## config.mk

```make
export PLATFORM = sky130hd
export DESIGN_NAME = dwc_downsizer
export DESIGN_NICKNAME = d
export VERILOG_FILES = /design/src/hw/dwc_pkg.sv /design/src/hw/dwc_ctrl_fsm.sv /design/src/hw/dwc_beat_counter.sv /design/src/hw/dwc_wdata_split.sv /design/src/hw/dwc_rdata_pack.sv /design/src/hw/dwc_downsizer.sv
export SDC_FILE = /design/constraint.sdc
export NUM_CORES = 1
export LEC_CHECK = 0
export ABC_AREA = 1
export BUFFER_PORTS_ARGS = -buffer_cell sky130_fd_sc_hd__buf_2
export CAP_MARGIN = 5
export CORE_MARGIN = 3
export CORE_UTILIZATION = 54
export CTS_CLUSTER_SIZE = 16
export DETAILED_ROUTE_END_ITERATION = 10
export PLACE_DENSITY = 0.91
export SYNTH_ARGS = -nofsm -noshare
export SYNTH_HDL_FRONTEND = slang
export SYNTH_SLANG_ARGS = --single-unit
```

## constraint.sdc

```tcl
create_clock -name clk -period 10.85 [get_ports clk]
set_input_delay 1.6275 -clock clk [delete_from_list [all_inputs] [get_ports clk]]
set_output_delay 1.6275 -clock clk [all_outputs]
set_load 0.005 [all_outputs]
```

## src/hw/dwc_pkg.sv

```systemverilog
`default_nettype none

package dwc_pkg;

  // Wide requester side and narrow memory side data widths
  localparam int wide_dw = 64;
  localparam int narrow_dw = 16;

  // Narrow beats per wide beat
  localparam int ratio = wide_dw / narrow_dw;
  // Lane index width inside one wide beat
  localparam int lane_w = $clog2(ratio);

  // Byte address aligned to 8 bytes on the wide side
  localparam int aw = 16;

  // Length fields hold beats minus one
  localparam int wide_len_w = 4;
  localparam int narrow_len_w = wide_len_w + lane_w;
  // Remaining narrow beats need one more bit for the full count of 64
  localparam int narrow_cnt_w = narrow_len_w + 1;

  // Command opcode of one bit on both command ports
  typedef enum logic {
    op_read  = 1'b0,
    op_write = 1'b1
  } dwc_op_e;

  // Controller phases
  typedef enum logic [2:0] {
    idle       = 3'd0,
    issue      = 3'd1,
    write_data = 3'd2,
    write_resp = 3'd3,
    read_data  = 3'd4
  } dwc_state_e;

endpackage

`default_nettype wire

```

## src/hw/dwc_ctrl_fsm.sv

```systemverilog
`timescale 1ns/1ps
`default_nettype none

module dwc_ctrl_fsm import dwc_pkg::*; (
  input  logic clk,
  input  logic rst_n,
  // Wide command handshake
  input  logic s_cmd_valid,
  output logic s_cmd_ready,
  input  logic s_cmd_op,
  // Narrow command handshake
  output logic m_cmd_valid,
  input  logic m_cmd_ready,
  // Write response from the narrow side to the wide side
  input  logic m_bvalid,
  output logic m_bready,
  output logic s_bvalid,
  input  logic s_bready,
  // End of burst indications
  input  logic burst_last,
  input  logic wide_last,
  // Data path enables and counter load
  output logic wr_active,
  output logic rd_active,
  output logic cnt_load
);

  dwc_state_e state_q;
  dwc_state_e state_d;
  // Opcode of the command in flight
  dwc_op_e    op_q;

  // Only one command at a time, so accept only when idle
  assign s_cmd_ready = (state_q == idle);
  assign cnt_load    = s_cmd_valid & s_cmd_ready;

  // Narrow command is offered for the whole issue phase
  assign m_cmd_valid = (state_q == issue);

  // Data paths only move in their own phase
  assign wr_active = (state_q == write_data);
  assign rd_active = (state_q == read_data);

  // Write response passes straight through in write_resp
  assign s_bvalid = (state_q == write_resp) & m_bvalid;
  assign m_bready = (state_q == write_resp) & s_bready;

  always_comb begin
    state_d = state_q;
    case (state_q)
      idle: begin
        if (cnt_load) begin
          state_d = issue;
        end
      end
      issue: begin
        // Branch on the latched opcode once the narrow side takes the command
        if (m_cmd_ready) begin
          if (op_q == op_write) begin
            state_d = write_data;
          end else begin
            state_d = read_data;
          end
        end
      end
      write_data: begin
        // Counter flags that every narrow write beat has left
        if (burst_last) begin
          state_d = write_resp;
        end
      end
      write_resp: begin
        if (m_bvalid && s_bready) begin
          state_d = idle;
        end
      end
      read_data: begin
        // Final packed beat accepted by the requester
        if (wide_last) begin
          state_d = idle;
        end
      end
      default: begin
        state_d = idle;
      end
    endcase
  end

  always_ff @(posedge clk) begin
    if (!rst_n) begin
      state_q <= idle;
    end else begin
      state_q <= state_d;
    end
  end

  // Opcode capture on command accept
  always_ff @(posedge clk) begin
    if (cnt_load) begin
      op_q <= dwc_op_e'(s_cmd_op);
    end
  end

endmodule

`default_nettype wire

```

## src/hw/dwc_beat_counter.sv

```systemverilog
`timescale 1ns/1ps
`default_nettype none

module dwc_beat_counter import dwc_pkg::*; (
  input  logic                    clk,
  input  logic                    rst_n,
  // Load strobe from the FSM on command accept
  input  logic                    cnt_load,
  input  logic [wide_len_w-1:0]   s_cmd_len,
  // One pulse per narrow transfer of the active data path
  input  logic                    narrow_step,
  // High once every narrow beat of the burst has transferred
  output logic                    burst_last,
  output logic [narrow_len_w-1:0] m_cmd_len
);

  // Latched wide length, beats minus one
  logic [wide_len_w-1:0]   len_q;
  // Narrow beats still to transfer
  logic [narrow_cnt_w-1:0] left_q;
  logic [narrow_len_w-1:0] narrow_len;

  // (len + 1) * ratio - 1 is the wide length with all lane bits set
  assign narrow_len = {s_cmd_len, {lane_w{1'b1}}};
  assign m_cmd_len  = {len_q, {lane_w{1'b1}}};

  // Nothing left means the final narrow beat has gone
  assign burst_last = (left_q == '0);

  always_ff @(posedge clk) begin
    if (cnt_load) begin
      len_q <= s_cmd_len;
    end
  end

  always_ff @(posedge clk) begin
    if (!rst_n) begin
      left_q <= '0;
    end else if (cnt_load) begin
      // Beat count is the length field plus one
      left_q <= narrow_cnt_w'(narrow_len) + narrow_cnt_w'(1);
    end else if (narrow_step && !burst_last) begin
      left_q <= left_q - narrow_cnt_w'(1);
    end
  end

endmodule

`default_nettype wire

```

## src/hw/dwc_wdata_split.sv

```systemverilog
`timescale 1ns/1ps
`default_nettype none

module dwc_wdata_split import dwc_pkg::*; (
  input  logic                 clk,
  input  logic                 rst_n,
  // FSM is in the write data phase
  input  logic                 wr_active,
  // Wide write data from the requester
  input  logic                 s_wdata_valid,
  output logic                 s_wdata_ready,
  input  logic [wide_dw-1:0]   s_wdata,
  // Narrow write data toward memory
  output logic                 m_wdata_valid,
  input  logic                 m_wdata_ready,
  output logic [narrow_dw-1:0] m_wdata,
  // Narrow transfer strobe for the beat counter
  output logic                 narrow_step
);

  // Held wide beat
  logic [wide_dw-1:0] buf_q;
  logic               full_q;
  // Lane currently offered starting from the low lane
  logic [lane_w-1:0]  lane_q;
  logic               lane_end;
  logic               wide_take;

  assign m_wdata_valid = full_q;
  assign m_wdata       = buf_q[lane_q*narrow_dw +: narrow_dw];
  assign narrow_step   = m_wdata_valid & m_wdata_ready;

  // Top lane leaving frees the register
  assign lane_end = narrow_step & (lane_q == lane_w'(ratio - 1));

  // Refill when empty, or back to back with the final lane
  assign s_wdata_ready = wr_active & (~full_q | lane_end);
  assign wide_take     = s_wdata_valid & s_wdata_ready;

  always_ff @(posedge clk) begin
    if (wide_take) begin
      buf_q <= s_wdata;
    end
  end

  always_ff @(posedge clk) begin
    if (!rst_n) begin
      full_q <= 1'b0;
      lane_q <= '0;
    end else begin
      if (narrow_step) begin
        // Wraps to lane 0 after the top lane
        lane_q <= lane_q + lane_w'(1);
      end
      if (wide_take) begin
        full_q <= 1'b1;
      end else if (lane_end) begin
        full_q <= 1'b0;
      end
    end
  end

endmodule

`default_nettype wire

```

## src/hw/dwc_rdata_pack.sv

```systemverilog
`timescale 1ns/1ps
`default_nettype none

module dwc_rdata_pack import dwc_pkg::*; (
  input  logic                 clk,
  input  logic                 rst_n,
  // FSM is in the read data phase
  input  logic                 rd_active,
  // Every narrow beat of the burst has arrived
  input  logic                 burst_last,
  // Narrow read data from memory
  input  logic                 m_rdata_valid,
  output logic                 m_rdata_ready,
  input  logic [narrow_dw-1:0] m_rdata,
  // Wide read data to the requester
  output logic                 s_rdata_valid,
  input  logic                 s_rdata_ready,
  output logic [wide_dw-1:0]   s_rdata,
  output logic                 s_rdata_last,
  // Narrow transfer strobe and final wide transfer
  output logic                 narrow_step,
  output logic                 wide_last
);

  // Wide beat under assembly
  logic [wide_dw-1:0] buf_q;
  // Lane the next narrow beat fills
  logic [lane_w-1:0]  lane_q;
  // All lanes filled and the wide beat on offer
  logic               full_q;

  // Narrow side stalls while a packed beat waits
  assign m_rdata_ready = rd_active & ~full_q;
  assign narrow_step   = m_rdata_valid & m_rdata_ready;

  assign s_rdata_valid = full_q;
  assign s_rdata       = buf_q;
  // Counter cannot move while full, so this stays stable during the offer
  assign s_rdata_last  = full_q & burst_last;
  assign wide_last     = s_rdata_valid & s_rdata_ready & s_rdata_last;

  always_ff @(posedge clk) begin
    if (narrow_step) begin
      buf_q[lane_q*narrow_dw +: narrow_dw] <= m_rdata;
    end
  end

  always_ff @(posedge clk) begin
    if (!rst_n) begin
      lane_q <= '0;
      full_q <= 1'b0;
    end else begin
      if (narrow_step) begin
        lane_q <= lane_q + lane_w'(1);
        // Top lane completes the wide beat
        if (lane_q == lane_w'(ratio - 1)) begin
          full_q <= 1'b1;
        end
      end
      if (s_rdata_valid && s_rdata_ready) begin
        full_q <= 1'b0;
      end
    end
  end

endmodule

`default_nettype wire

```

## src/hw/dwc_downsizer.sv

```systemverilog
`timescale 1ns/1ps
`default_nettype none

module dwc_downsizer import dwc_pkg::*; (
  input  logic                    clk,
  input  logic                    rst_n,
  // Wide command
  input  logic                    s_cmd_valid,
  output logic                    s_cmd_ready,
  input  logic                    s_cmd_op,
  input  logic [aw-1:0]           s_cmd_addr,
  input  logic [wide_len_w-1:0]   s_cmd_len,
  // Wide write data
  input  logic                    s_wdata_valid,
  output logic                    s_wdata_ready,
  input  logic [wide_dw-1:0]      s_wdata,
  // Wide read data
  output logic                    s_rdata_valid,
  input  logic                    s_rdata_ready,
  output logic [wide_dw-1:0]      s_rdata,
  output logic                    s_rdata_last,
  // Wide write response
  output logic                    s_bvalid,
  input  logic                    s_bready,
  // Narrow command
  output logic                    m_cmd_valid,
  input  logic                    m_cmd_ready,
  output logic                    m_cmd_op,
  output logic [aw-1:0]           m_cmd_addr,
  output logic [narrow_len_w-1:0] m_cmd_len,
  // Narrow write data
  output logic                    m_wdata_valid,
  input  logic                    m_wdata_ready,
  output logic [narrow_dw-1:0]    m_wdata,
  // Narrow read data
  input  logic                    m_rdata_valid,
  output logic                    m_rdata_ready,
  input  logic [narrow_dw-1:0]    m_rdata,
  // Narrow write response
  input  logic                    m_bvalid,
  output logic                    m_bready
);

  logic cnt_load;
  logic wr_active;
  logic rd_active;
  logic burst_last;
  logic wide_last;
  logic wr_step;
  logic rd_step;
  logic narrow_step;

  // Address and opcode captured on accept by the counter load strobe
  always_ff @(posedge clk) begin
    if (cnt_load) begin
      m_cmd_addr <= s_cmd_addr;
      m_cmd_op   <= s_cmd_op;
    end
  end

  // Only one data path runs per command
  assign narrow_step = wr_active ? wr_step : rd_step;

  dwc_ctrl_fsm i_ctrl (
    .clk, .rst_n, .s_cmd_valid, .s_cmd_ready, .s_cmd_op,
    .m_cmd_valid, .m_cmd_ready, .m_bvalid, .m_bready, .s_bvalid, .s_bready,
    .burst_last, .wide_last, .wr_active, .rd_active, .cnt_load
  );

  dwc_beat_counter i_cnt (
    .clk, .rst_n, .cnt_load, .s_cmd_len, .narrow_step, .burst_last, .m_cmd_len
  );

  dwc_wdata_split i_split (
    .clk, .rst_n, .wr_active, .s_wdata_valid, .s_wdata_ready, .s_wdata,
    .m_wdata_valid, .m_wdata_ready, .m_wdata, .narrow_step(wr_step)
  );

  dwc_rdata_pack i_pack (
    .clk, .rst_n, .rd_active, .burst_last, .m_rdata_valid, .m_rdata_ready, .m_rdata,
    .s_rdata_valid, .s_rdata_ready, .s_rdata, .s_rdata_last,
    .narrow_step(rd_step), .wide_last
  );

endmodule

`default_nettype wire

```

==> flow_metrics.env, run 1 <==
export IMPL_outcome="completed"
export IMPL_grt_pass1_vias=4757
export IMPL_grt_pass1_wl_mm=23.8
export IMPL_cp_data_arrival_time_ns=2.82
export IMPL_postLayoutCellArea_um2=8450
export IMPL_final_setup_viol_count=0
export IMPL_slew_viol_final=0
export IMPL_setup_worst_path_end_class="primary output"
export IMPL_placedCellCount=881
export IMPL_post_synth_edffs=149
export IMPL_initial_core_util_pct=56.3
export IMPL_post_cts_resize_count=0
export IMPL_detail_route_antenna_nets=0
export IMPL_cp_required_ns=9.22
export IMPL_numClockSinks=165
export IMPL_synthFlopType="sky130_fd_sc_hd__edfxtp_1"
export IMPL_avgSynthCellArea_um2=12.3
export IMPL_latest_clock_arrival_within_the_worst_skew_pair_ns=0.42
export IMPL_dpl_cell_area_um2=7780
export IMPL_worstHoldPathType="reg -> reg"
export IMPL_post_synth_num_cell_types=35
export IMPL_switching_power_total_mw=0.540
export IMPL_place_hpwl_mm=11.7
export IMPL_post_drt_wl_per_cell_um=17.2
export IMPL_layout_cells_most_common="sky130_fd_sc_hd__buf_2"
export IMPL_flow_area_growth_from_synthesis_pct=28.7
export IMPL_cts_repair_timing_setup_buffer_count=0
export IMPL_power_frac_comb_pct=21.2
export IMPL_power_leakage_nw=3.64
export IMPL_floorplan_die_height_um=116
export IMPL_io_pin_count=223
export IMPL_vdd_drop_max_uv=217
export IMPL_cts_hold_buffers=0
export IMPL_finalWorstPathRequiredPeriod_ns=4.45
export IMPL_post_route_period_util_pct=41.0
export IMPL_start_kind="flip-flop"
export IMPL_core_area_um2=11700
export IMPL_timing_critical_path_max_delay_family="flip-flops"
export IMPL_buffer_ports_inserted=220
export IMPL_seq_area_frac_synth_pct=73.0
export IMPL_maxCapViolCount=0
export IMPL_pd_cells_nw_per_um2=223
export IMPL_antenna_cells=0
export IMPL_floorplan_die_area_um2=13500
export IMPL_initial_antenna_violation_count=0
export IMPL_place_ws_ns=6.88
export IMPL_die_w_um=116
export IMPL_layout_common_cells="sky130_fd_sc_hd__buf_2, sky130_fd_sc_hd__edfxtp_1, sky130_fd_sc_hd__nor2_1"
export IMPL_detailroute_via_count=4972
export IMPL_internal_power_mw=1.34
export IMPL_sw_frac_of_total_pct=28.6
export IMPL_sequentialPowerShare_pct=43.5
export IMPL_timing_clock_skew_ns=0.00548
export IMPL_crit_path_cell_trace="inv_1, o21ai_0, o22ai_1, buf_2"
export IMPL_critPathBufInv=2
export IMPL_gp_congestion=0.949
export IMPL_cts_made_buffers=17
export IMPL_syn_area_um2=6570
export IMPL_clock_tree_from_tritoncts="done"
export IMPL_final_hold_violation_count=0
export IMPL_dr_pass1_iters=5
export IMPL_layout_cells_non_filler=914
export IMPL_worst_setup_hold_path_clk_slew_ns=0.06
export IMPL_worst_setup_path_type="reg -> out"
export IMPL_clock_root_buffer="sky130_fd_sc_hd__clkbuf_16"
export IMPL_yosys_register_bits=165
export IMPL_ys_async_sr_fraction_pct=0
export IMPL_slew_headroom_pct=31.7
export IMPL_critical_path_slowest_cell="sky130_fd_sc_hd__dfxtp_1"
export IMPL_synth_cells=535
export IMPL_post_detailed_route_drc_marker_count=0
export IMPL_critPathMaxFanout=34
export IMPL_setup_repair_after_global_routing_missed_its_margin="no"
export IMPL_routed_via_density=5.44
export IMPL_tightest_slew_ns=1.02
export IMPL_finalWirelength_mm=15.7
export IMPL_number_of_design_rule_violations_left_by_the_first_detailed_router_iteration=508
export IMPL_layout_drive_gt1_share_pct=35.0
export IMPL_grt_usage_pct=23.7
export IMPL_grt_overflow=0
export IMPL_sum_of_internal_switching_and_leakage_power_mw=1.88
export IMPL_cp_slowest_stage_delay_ns=0.99
export IMPL_max_clock_freq_ghz=0.225
export IMPL_num_rows=39
export IMPL_yosys_warnings=0
export IMPL_final_tns_setup_ns=0
export IMPL_setup_slack_ns=6.40
export IMPL_grt_max_degree=66
export IMPL_clkPwrFrac_pct=35.4
export IMPL_nNetsFinal=878
export IMPL_cts_htree_levels=4
export IMPL_ctsLongestPathBuffers=2
## layer usage
layer | GRT usage (%) | part of all wire, %
met1 | 27.1 | 36
met4 | 11.8 | 3.8
met2 | 40.5 | 51
met3 | 7.31 | 9.2
met5 | 0 | 0
## flip-flops by register name, summed over array words and instances, names as in the netlist, 2 cells and up
signal and flops:
i_pack.s_rdata 64, i_cnt.left_q 7, i_cnt.len_q 4, i_pack.lane_q 2, i_split.buf_q 64, m_cmd_addr 16, i_split.lane_q 2, i_ctrl.state_q 3
## Yosys cell counts, types with 2 or more instances
| library cell | number | area [µm²] |
|---|---|---|
| sky130_fd_sc_hd__edfxtp_1 | 149 | 4470 |
| sky130_fd_sc_hd__nor2_1 | 113 | 424 |
| sky130_fd_sc_hd__inv_1 | 53 | 199 |
| sky130_fd_sc_hd__o21ai_0 | 41 | 205 |
| sky130_fd_sc_hd__nand3_1 | 35 | 175 |
| sky130_fd_sc_hd__nand2_1 | 30 | 113 |
| sky130_fd_sc_hd__nor3_1 | 17 | 85.1 |
| sky130_fd_sc_hd__dfxtp_1 | 16 | 320 |
| sky130_fd_sc_hd__o22ai_1 | 16 | 100 |
| sky130_fd_sc_hd__clkbuf_1 | 13 | 48.8 |
| sky130_fd_sc_hd__ha_1 | 9 | 113 |
| sky130_fd_sc_hd__a21oi_1 | 8 | 40.0 |
| sky130_fd_sc_hd__buf_2 | 4 | 20.0 |
| sky130_fd_sc_hd__nand4_1 | 3 | 18.8 |
| sky130_fd_sc_hd__nor2_2 | 3 | 18.8 |
| sky130_fd_sc_hd__buf_1 | 2 | 7.51 |
| sky130_fd_sc_hd__buf_4 | 2 | 15.0 |
| sky130_fd_sc_hd__nand2_4 | 2 | 22.5 |
| sky130_fd_sc_hd__o21ai_1 | 2 | 10.0 |
| sky130_fd_sc_hd__o21ai_2 | 2 | 17.5 |
## worst register-to-register path: cells and delay by family, from the launching register on
kind	cells	cell delay (ns)
simple gates	2	0.74
fa+ha+maj	1	0.76
buf+inv	2	0.88
flops	1	0.70
## final cells by class
| cell class | count | area, µm² |
|---|---|---|
| Clock buffer | 19 | 433 |
| Clock inverter | 13 | 230 |
| Fill cell | 719 | 3210 |
| Inverter | 55 | 209 |
| Multi-Input combinational cell | 294 | 1470 |
| Sequential cell | 165 | 4790 |
| Tap cell | 143 | 179 |
| Timing Repair Buffer | 225 | 1140 |
## final timing paths
path,startpoint,endpoint,slack [ns],cells past startpoint
hold reg to reg,i_cnt.left_q[1],i_cnt.left_q[1],0.46,2
setup reg to reg,i_pack.lane_q[0],i_pack.s_rdata[10],7.50,5
hold / removal,i_cnt.left_q[1],i_cnt.left_q[1],0.46,2
setup / recovery,i_split.lane_q[0],m_wdata[9],6.40,4
## per-stage QoR
step / hold slack [ns] / util (%)
4_1_cts: 0.461 / 72.4
2_1_floorplan: 0.437 / -
5_1_grt: 0.495 / 72.5
3_3_place_gp: 0.447 / 66.7
3_5_place_dp: 0.451 / 66.7
6_report: 0.460 / 72.5
## power by group through the flow
| stage | sequential (mW) | clock, mW | combinational, mW |
|---|---|---|---|
| 6_report | 0.819 | 0.666 | 0.399 |
| 2_1_floorplan | 0.828 | 0 | 0.274 |
| 5_1_grt | 0.827 | 0.699 | 0.449 |
| 3_5_place_dp | 0.832 | 0 | 0.397 |
| 3_3_place_gp | 0.828 | 0 | 0.375 |
| 4_1_cts | 0.819 | 0.672 | 0.399 |
## cells by family after synthesis
kind of cell	count (synthesis)	synth area share, %
simple gates	209	14.0
flops	165	73.0
buf+inv	77	4.74
compound gates	72	6.17
fa+ha+maj	9	1.71
xor+xnor	2	0.267
other cells	1	0.0571
Power figures use the tool's default switching activity.
==> run 2: changes to the inputs <==
CORE_UTILIZATION = 45   (was 54)
PLACE_DENSITY = 0.82   (was 0.91)
clock period = 3.7 ns   (was 10.85 ns; I/O delays follow)
==> flow_metrics.env, run 2 (synthesis results as in run 1) <==
export IMPL_power_leakage_nw=3.62
export IMPL_clkPwrFrac_pct=32.8
export IMPL_number_of_design_rule_violations_left_by_the_first_detailed_router_iteration=413
export IMPL_critPathMaxFanout=19
export IMPL_tightest_slew_ns=0.966
export IMPL_ctsLongestPathBuffers=2
export IMPL_gp_congestion=0.823
export IMPL_routed_via_density=5.16
export IMPL_nNetsFinal=881
export IMPL_place_ws_ns=0.824
export IMPL_vdd_drop_max_uv=420
export IMPL_grt_pass1_vias=4903
export IMPL_start_kind="flip-flop"
export IMPL_io_pin_count=223
export IMPL_numClockSinks=165
export IMPL_floorplan_die_area_um2=16100
export IMPL_finalWirelength_mm=15.9
export IMPL_core_area_um2=14100
export IMPL_max_clock_freq_ghz=0.333
export IMPL_detail_route_antenna_nets=0
export IMPL_initial_core_util_pct=46.6
export IMPL_cts_repair_timing_setup_buffer_count=0
export IMPL_grt_overflow=0
export IMPL_cts_htree_levels=4
export IMPL_finalWorstPathRequiredPeriod_ns=3.01
export IMPL_worst_setup_path_type="reg -> reg"
export IMPL_num_rows=43
export IMPL_dr_pass1_iters=4
export IMPL_slew_headroom_pct=35.5
export IMPL_clock_tree_from_tritoncts="done"
export IMPL_cts_made_buffers=17
export IMPL_cp_required_ns=3.85
export IMPL_die_w_um=127
export IMPL_postLayoutCellArea_um2=8450
export IMPL_place_hpwl_mm=11.3
export IMPL_outcome="completed"
export IMPL_buffer_ports_inserted=220
export IMPL_timing_clock_skew_ns=0.00706
export IMPL_maxCapViolCount=0
export IMPL_sequentialPowerShare_pct=44.8
export IMPL_grt_usage_pct=20.0
export IMPL_sum_of_internal_switching_and_leakage_power_mw=5.33
export IMPL_post_drt_wl_per_cell_um=16.6
export IMPL_final_tns_setup_ns=0
export IMPL_internal_power_mw=3.64
export IMPL_clock_root_buffer="sky130_fd_sc_hd__clkbuf_16"
export IMPL_post_route_period_util_pct=81.3
export IMPL_initial_antenna_violation_count=1
export IMPL_post_detailed_route_drc_marker_count=0
export IMPL_final_hold_violation_count=0
export IMPL_worst_setup_hold_path_clk_slew_ns=0.07
export IMPL_grt_max_degree=66
export IMPL_layout_drive_gt1_share_pct=35.5
export IMPL_grt_pass1_wl_mm=24.7
export IMPL_setup_worst_path_end_class="flip-flop"
export IMPL_worstHoldPathType="in -> reg"
export IMPL_post_cts_resize_count=0
export IMPL_floorplan_die_height_um=127
export IMPL_dpl_cell_area_um2=7870
export IMPL_slew_viol_final=0
export IMPL_switching_power_total_mw=1.68
export IMPL_setup_repair_after_global_routing_missed_its_margin="no"
export IMPL_layout_cells_most_common="sky130_fd_sc_hd__buf_2"
export IMPL_sw_frac_of_total_pct=31.6
export IMPL_worstRegToRegCells=6
export IMPL_layout_common_cells="sky130_fd_sc_hd__buf_2, sky130_fd_sc_hd__edfxtp_1, sky130_fd_sc_hd__nor2_1"
export IMPL_cp_data_arrival_time_ns=3.16
export IMPL_power_frac_comb_pct=22.4
export IMPL_worst_hold_slack_ns=0.297
export IMPL_antenna_cells=0
export IMPL_latest_clock_arrival_within_the_worst_skew_pair_ns=0.42
export IMPL_setup_slack_ns=0.693
export IMPL_hold_path_cell_count=1
export IMPL_cts_hold_buffers=0
export IMPL_pd_cells_nw_per_um2=630
export IMPL_flow_area_growth_from_synthesis_pct=28.7
export IMPL_final_setup_viol_count=0
export IMPL_detailroute_via_count=4919
## run 2: changes by cell type in the layout (fill, tap and decap cells not counted), sizes merged
cell      before  now
buf          225  228
bufinv         6    1
clkbuf        19   17
clkinv         5    1
clkinvlp       3    4
inv           54   64
## run 2: routing by layer
| metal | part of all wire, % | wire length (µm) | global-route usage [%] |
|---|---|---|---|
| met2 | 50 | 7890 | 34.1 |
| met4 | 2.1 | 332 | 8.20 |
| met5 | 0.082 | 13 | 0 |
| met3 | 11 | 1800 | 7.54 |
| met1 | 37 | 5850 | 22.8 |
## run 2: final timing paths
path | startpoint | to | slack, ns
max | i_pack.lane_q[0] | i_pack.s_rdata[14] | 0.69
min | s_wdata[44] | i_split.buf_q[44] | 0.30
max reg2reg | i_pack.lane_q[0] | i_pack.s_rdata[14] | 0.69
min reg2reg | i_cnt.left_q[1] | i_cnt.left_q[1] | 0.47
## run 2: worst max-delay path: stages, from the launching register on
cell	delay (ns)
sky130_fd_sc_hd__dfxtp_1	0.72
sky130_fd_sc_hd__inv_1	0.26
sky130_fd_sc_hd__ha_1	0.76
sky130_fd_sc_hd__clkinv_1	0.16
sky130_fd_sc_hd__buf_4	0.23
sky130_fd_sc_hd__nand3_1	0.45
sky130_fd_sc_hd__nor2_1	0.14
## run 2: through the flow
step	util, %	instances
global route	60.0	954
finish	60.0	954
detailed placement	55.8	922
CTS	60.0	954
floorplan	-	536
global placement	55.8	922
## run 2: final cells by class
class	instances	area, µm²
Clock buffer	17	425
Clock inverter	15	160
Fill cell	1069	5640
Inverter	55	209
Multi-Input combinational cell	294	1480
Sequential cell	165	4790
Tap cell	180	225
Timing Repair Buffer	228	1160
## run 2: power by group through the flow
stage / clock (mW) / sequential [mW] / combinational [mW]
after floorplan: 0 / 2.42 / 0.806
after global placement: 0 / 2.42 / 1.14
after detailed placement: 0 / 2.43 / 1.18
after CTS: 1.78 / 2.39 / 1.20
after global routing: 1.86 / 2.41 / 1.34
final: 1.75 / 2.39 / 1.19
==> run 3: changes to the inputs <==
ABC_AREA = 0   (was 1)
clock period = 2.7 ns   (was 3.7 ns; I/O delays follow)
==> flow_metrics.env, run 3 <==
export IMPL_cts_htree_levels=4
export IMPL_synth_most_common_cell="sky130_fd_sc_hd__edfxtp_1"
export IMPL_pd_cells_nw_per_um2=653
export IMPL_final_setup_viol_count=0
export IMPL_initial_core_util_pct=47.2
export IMPL_cp_required_ns=2.30
export IMPL_worst_hold_slack_ns=0.156
export IMPL_slew_viol_final=0
export IMPL_cts_repair_timing_setup_buffer_count=0
export IMPL_max_clock_freq_ghz=0.456
export IMPL_hold_path_startpoint="s_wdata[54]"
export IMPL_final_hold_violation_count=0
export IMPL_io_pin_count=223
export IMPL_worstHoldPathType="in -> reg"
export IMPL_synth_cells=370
export IMPL_synthFlopType="sky130_fd_sc_hd__edfxtp_1"
export IMPL_outcome="completed"
export IMPL_floorplan_die_height_um=125
export IMPL_place_ws_ns=0.795
export IMPL_setup_repair_after_global_routing_missed_its_margin="no"
export IMPL_synth_top_cell_area_share_pct=69.9
export IMPL_numClockSinks=165
export IMPL_grt_overflow=0
export IMPL_finalWorstPathRequiredPeriod_ns=2.19
export IMPL_buffer_ports_inserted=220
export IMPL_ctsLongestPathBuffers=2
export IMPL_grt_usage_pct=19.7
export IMPL_finalWirelength_mm=15.1
export IMPL_layout_common_cells="sky130_fd_sc_hd__buf_2, sky130_fd_sc_hd__edfxtp_1, sky130_fd_sc_hd__and2_1"
export IMPL_critical_path_reg2reg_startpoint="i_ctrl.state_q[1]"
export IMPL_slew_headroom_pct=64.5
export IMPL_place_hpwl_mm=11.2
export IMPL_die_w_um=125
export IMPL_ys_async_sr_fraction_pct=0
export IMPL_netlist_top_cells_area="sky130_fd_sc_hd__edfxtp_1, sky130_fd_sc_hd__and2_1, sky130_fd_sc_hd__mux4_2"
export IMPL_cp_data_arrival_time_ns=1.79
export IMPL_dr_pass1_iters=4
export IMPL_critPathMaxFanout=17
export IMPL_setup_worst_path_end_class="primary output"
export IMPL_grt_max_degree=65
export IMPL_worst_setup_hold_path_clk_slew_ns=0.07
export IMPL_yosys_warnings=0
export IMPL_grt_pass1_wl_mm=23.7
export IMPL_number_of_design_rule_violations_left_by_the_first_detailed_router_iteration=326
export IMPL_power_leakage_nw=3.34
export IMPL_avgSynthCellArea_um2=17.3
export IMPL_sum_of_internal_switching_and_leakage_power_mw=5.42
export IMPL_netlist_top_cells_count="sky130_fd_sc_hd__edfxtp_1, sky130_fd_sc_hd__and2_1, sky130_fd_sc_hd__dfxtp_1, sky130_fd_sc_hd__mux4_2"
export IMPL_num_rows=42
export IMPL_timing_clock_skew_ns=0.00631
export IMPL_flow_area_growth_from_synthesis_pct=29.8
export IMPL_post_detailed_route_drc_marker_count=0
export IMPL_initial_antenna_violation_count=2
export IMPL_antenna_cells=0
export IMPL_routed_via_density=5.12
export IMPL_cts_made_buffers=17
export IMPL_synth_top_cell_by_area="sky130_fd_sc_hd__edfxtp_1"
export IMPL_critical_path_slowest_cell="sky130_fd_sc_hd__mux4_2"
export IMPL_gp_congestion=0.860
export IMPL_floorplan_die_area_um2=15700
export IMPL_cp_slowest_stage_delay_ns=0.56
export IMPL_cts_hold_buffers=0
export IMPL_nNetsFinal=729
export IMPL_crit_path_cell_trace="buf_4, mux4_2, buf_2"
export IMPL_post_drt_wl_per_cell_um=19.0
export IMPL_vdd_drop_max_uv=424
export IMPL_layout_cells_most_common="sky130_fd_sc_hd__buf_2"
export IMPL_latest_clock_arrival_within_the_worst_skew_pair_ns=0.41
export IMPL_clock_root_buffer="sky130_fd_sc_hd__clkbuf_16"
export IMPL_cp_startpoint="i_split.lane_q[0]"
export IMPL_worst_setup_path_type="reg -> out"
export IMPL_grt_pass1_vias=4266
export IMPL_yosys_register_bits=165
export IMPL_clock_tree_from_tritoncts="done"
export IMPL_detailroute_via_count=4082
export IMPL_maxCapViolCount=0
export IMPL_setup_slack_ns=0.508
export IMPL_final_tns_setup_ns=0
export IMPL_syn_area_um2=6400
export IMPL_core_area_um2=13600
export IMPL_start_kind="flip-flop"
export IMPL_post_cts_resize_count=0
export IMPL_detail_route_antenna_nets=0
export IMPL_post_synth_edffs=149
export IMPL_tightest_slew_ns=0.528
export IMPL_layout_drive_gt1_share_pct=46.3
export IMPL_seq_area_frac_synth_pct=74.9
export IMPL_post_route_period_util_pct=81.2
export IMPL_post_synth_num_cell_types=47
run 3: cell types whose count changed after synthesis, sizes merged, moves of 4 or more:
cell,change
mux4,+16
and2,+66
clkbuf,-5
a21oi,-6
a31oi,+5
nand3,-32
nor2,-107
o22ai,-15
nand2,-28
o21ai,-43
buf,-4
inv,-43
nor3,-8
and3,+8
run 3: critical path, delay by kind of cell (launching register included):
| kind | cells | cell delay, ns |
|---|---|---|
| mux | 1 | 0.56 |
| buf+inv | 2 | 0.47 |
| flops | 1 | 0.33 |
run 3: layout make-up:
cell class / instances / area [µm²]
sequential: 165 / 4790
multi-input combinational: 182 / 1490
inverter: 11 / 41.3
timing repair buffer: 232 / 1200
tap: 176 / 220
fill: 1019 / 5250
clock buffer: 17 / 425
clock inverter: 15 / 129
run 3: metrics by stage:
stage / cells / utilization [%] / area, µm²
global route: 798 / 61.2 / 8300
CTS: 798 / 61.2 / 8300
finish: 798 / 61.2 / 8300
detailed placement: 766 / 57.2 / 7750
global placement: 766 / 57.2 / 7750
floorplan: 371 / - / 6400
run 3: kinds of logic after synthesis:
| kind of cell | after synthesis | share of synthesized area, % |
|---|---|---|
| flip-flops | 165 | 74.9 |
| AND/OR/NAND/NOR | 121 | 11.5 |
| AO/OA/AOI/OAI | 28 | 3.40 |
| buffers and inverters | 24 | 1.84 |
| multiplexers | 17 | 5.79 |
| adder cells (fa/ha/maj) | 9 | 1.76 |
| XOR/XNOR | 5 | 0.685 |
| other | 1 | 0.0586 |
run 3: report_power, final:
| part | internal (mW) | switching [mW] |
|---|---|---|
| Combinational | 0.142 | 0.151 |
| Sequential | 2.84 | 0.0326 |
| Clock | 1.27 | 0.987 |
run 3: path summary, 6_finish.rpt:
check / slack, ns / cells past startpoint / endpoint
worst max-delay path: 0.51 / 3 / m_wdata[4]
worst min-delay path: 0.16 / 1 / i_split.buf_q[54]
worst max register to register: 0.80 / 4 / i_split.buf_q[16]
worst min register to register: 0.51 / 2 / i_split.lane_q[1]
run 3: metal layers:
| layer | up-vias | global-route usage (%) | share of wire (%) |
|---|---|---|---|
| met5 | - | 0 | 0.13 |
| met4 | 4 | 8.48 | 2.6 |
| met3 | 29 | 5.29 | 5.1 |
| met2 | 128 | 34.5 | 54 |
| met1 | 2036 | 23.0 | 38 |
| li1 | 1885 | - | - |
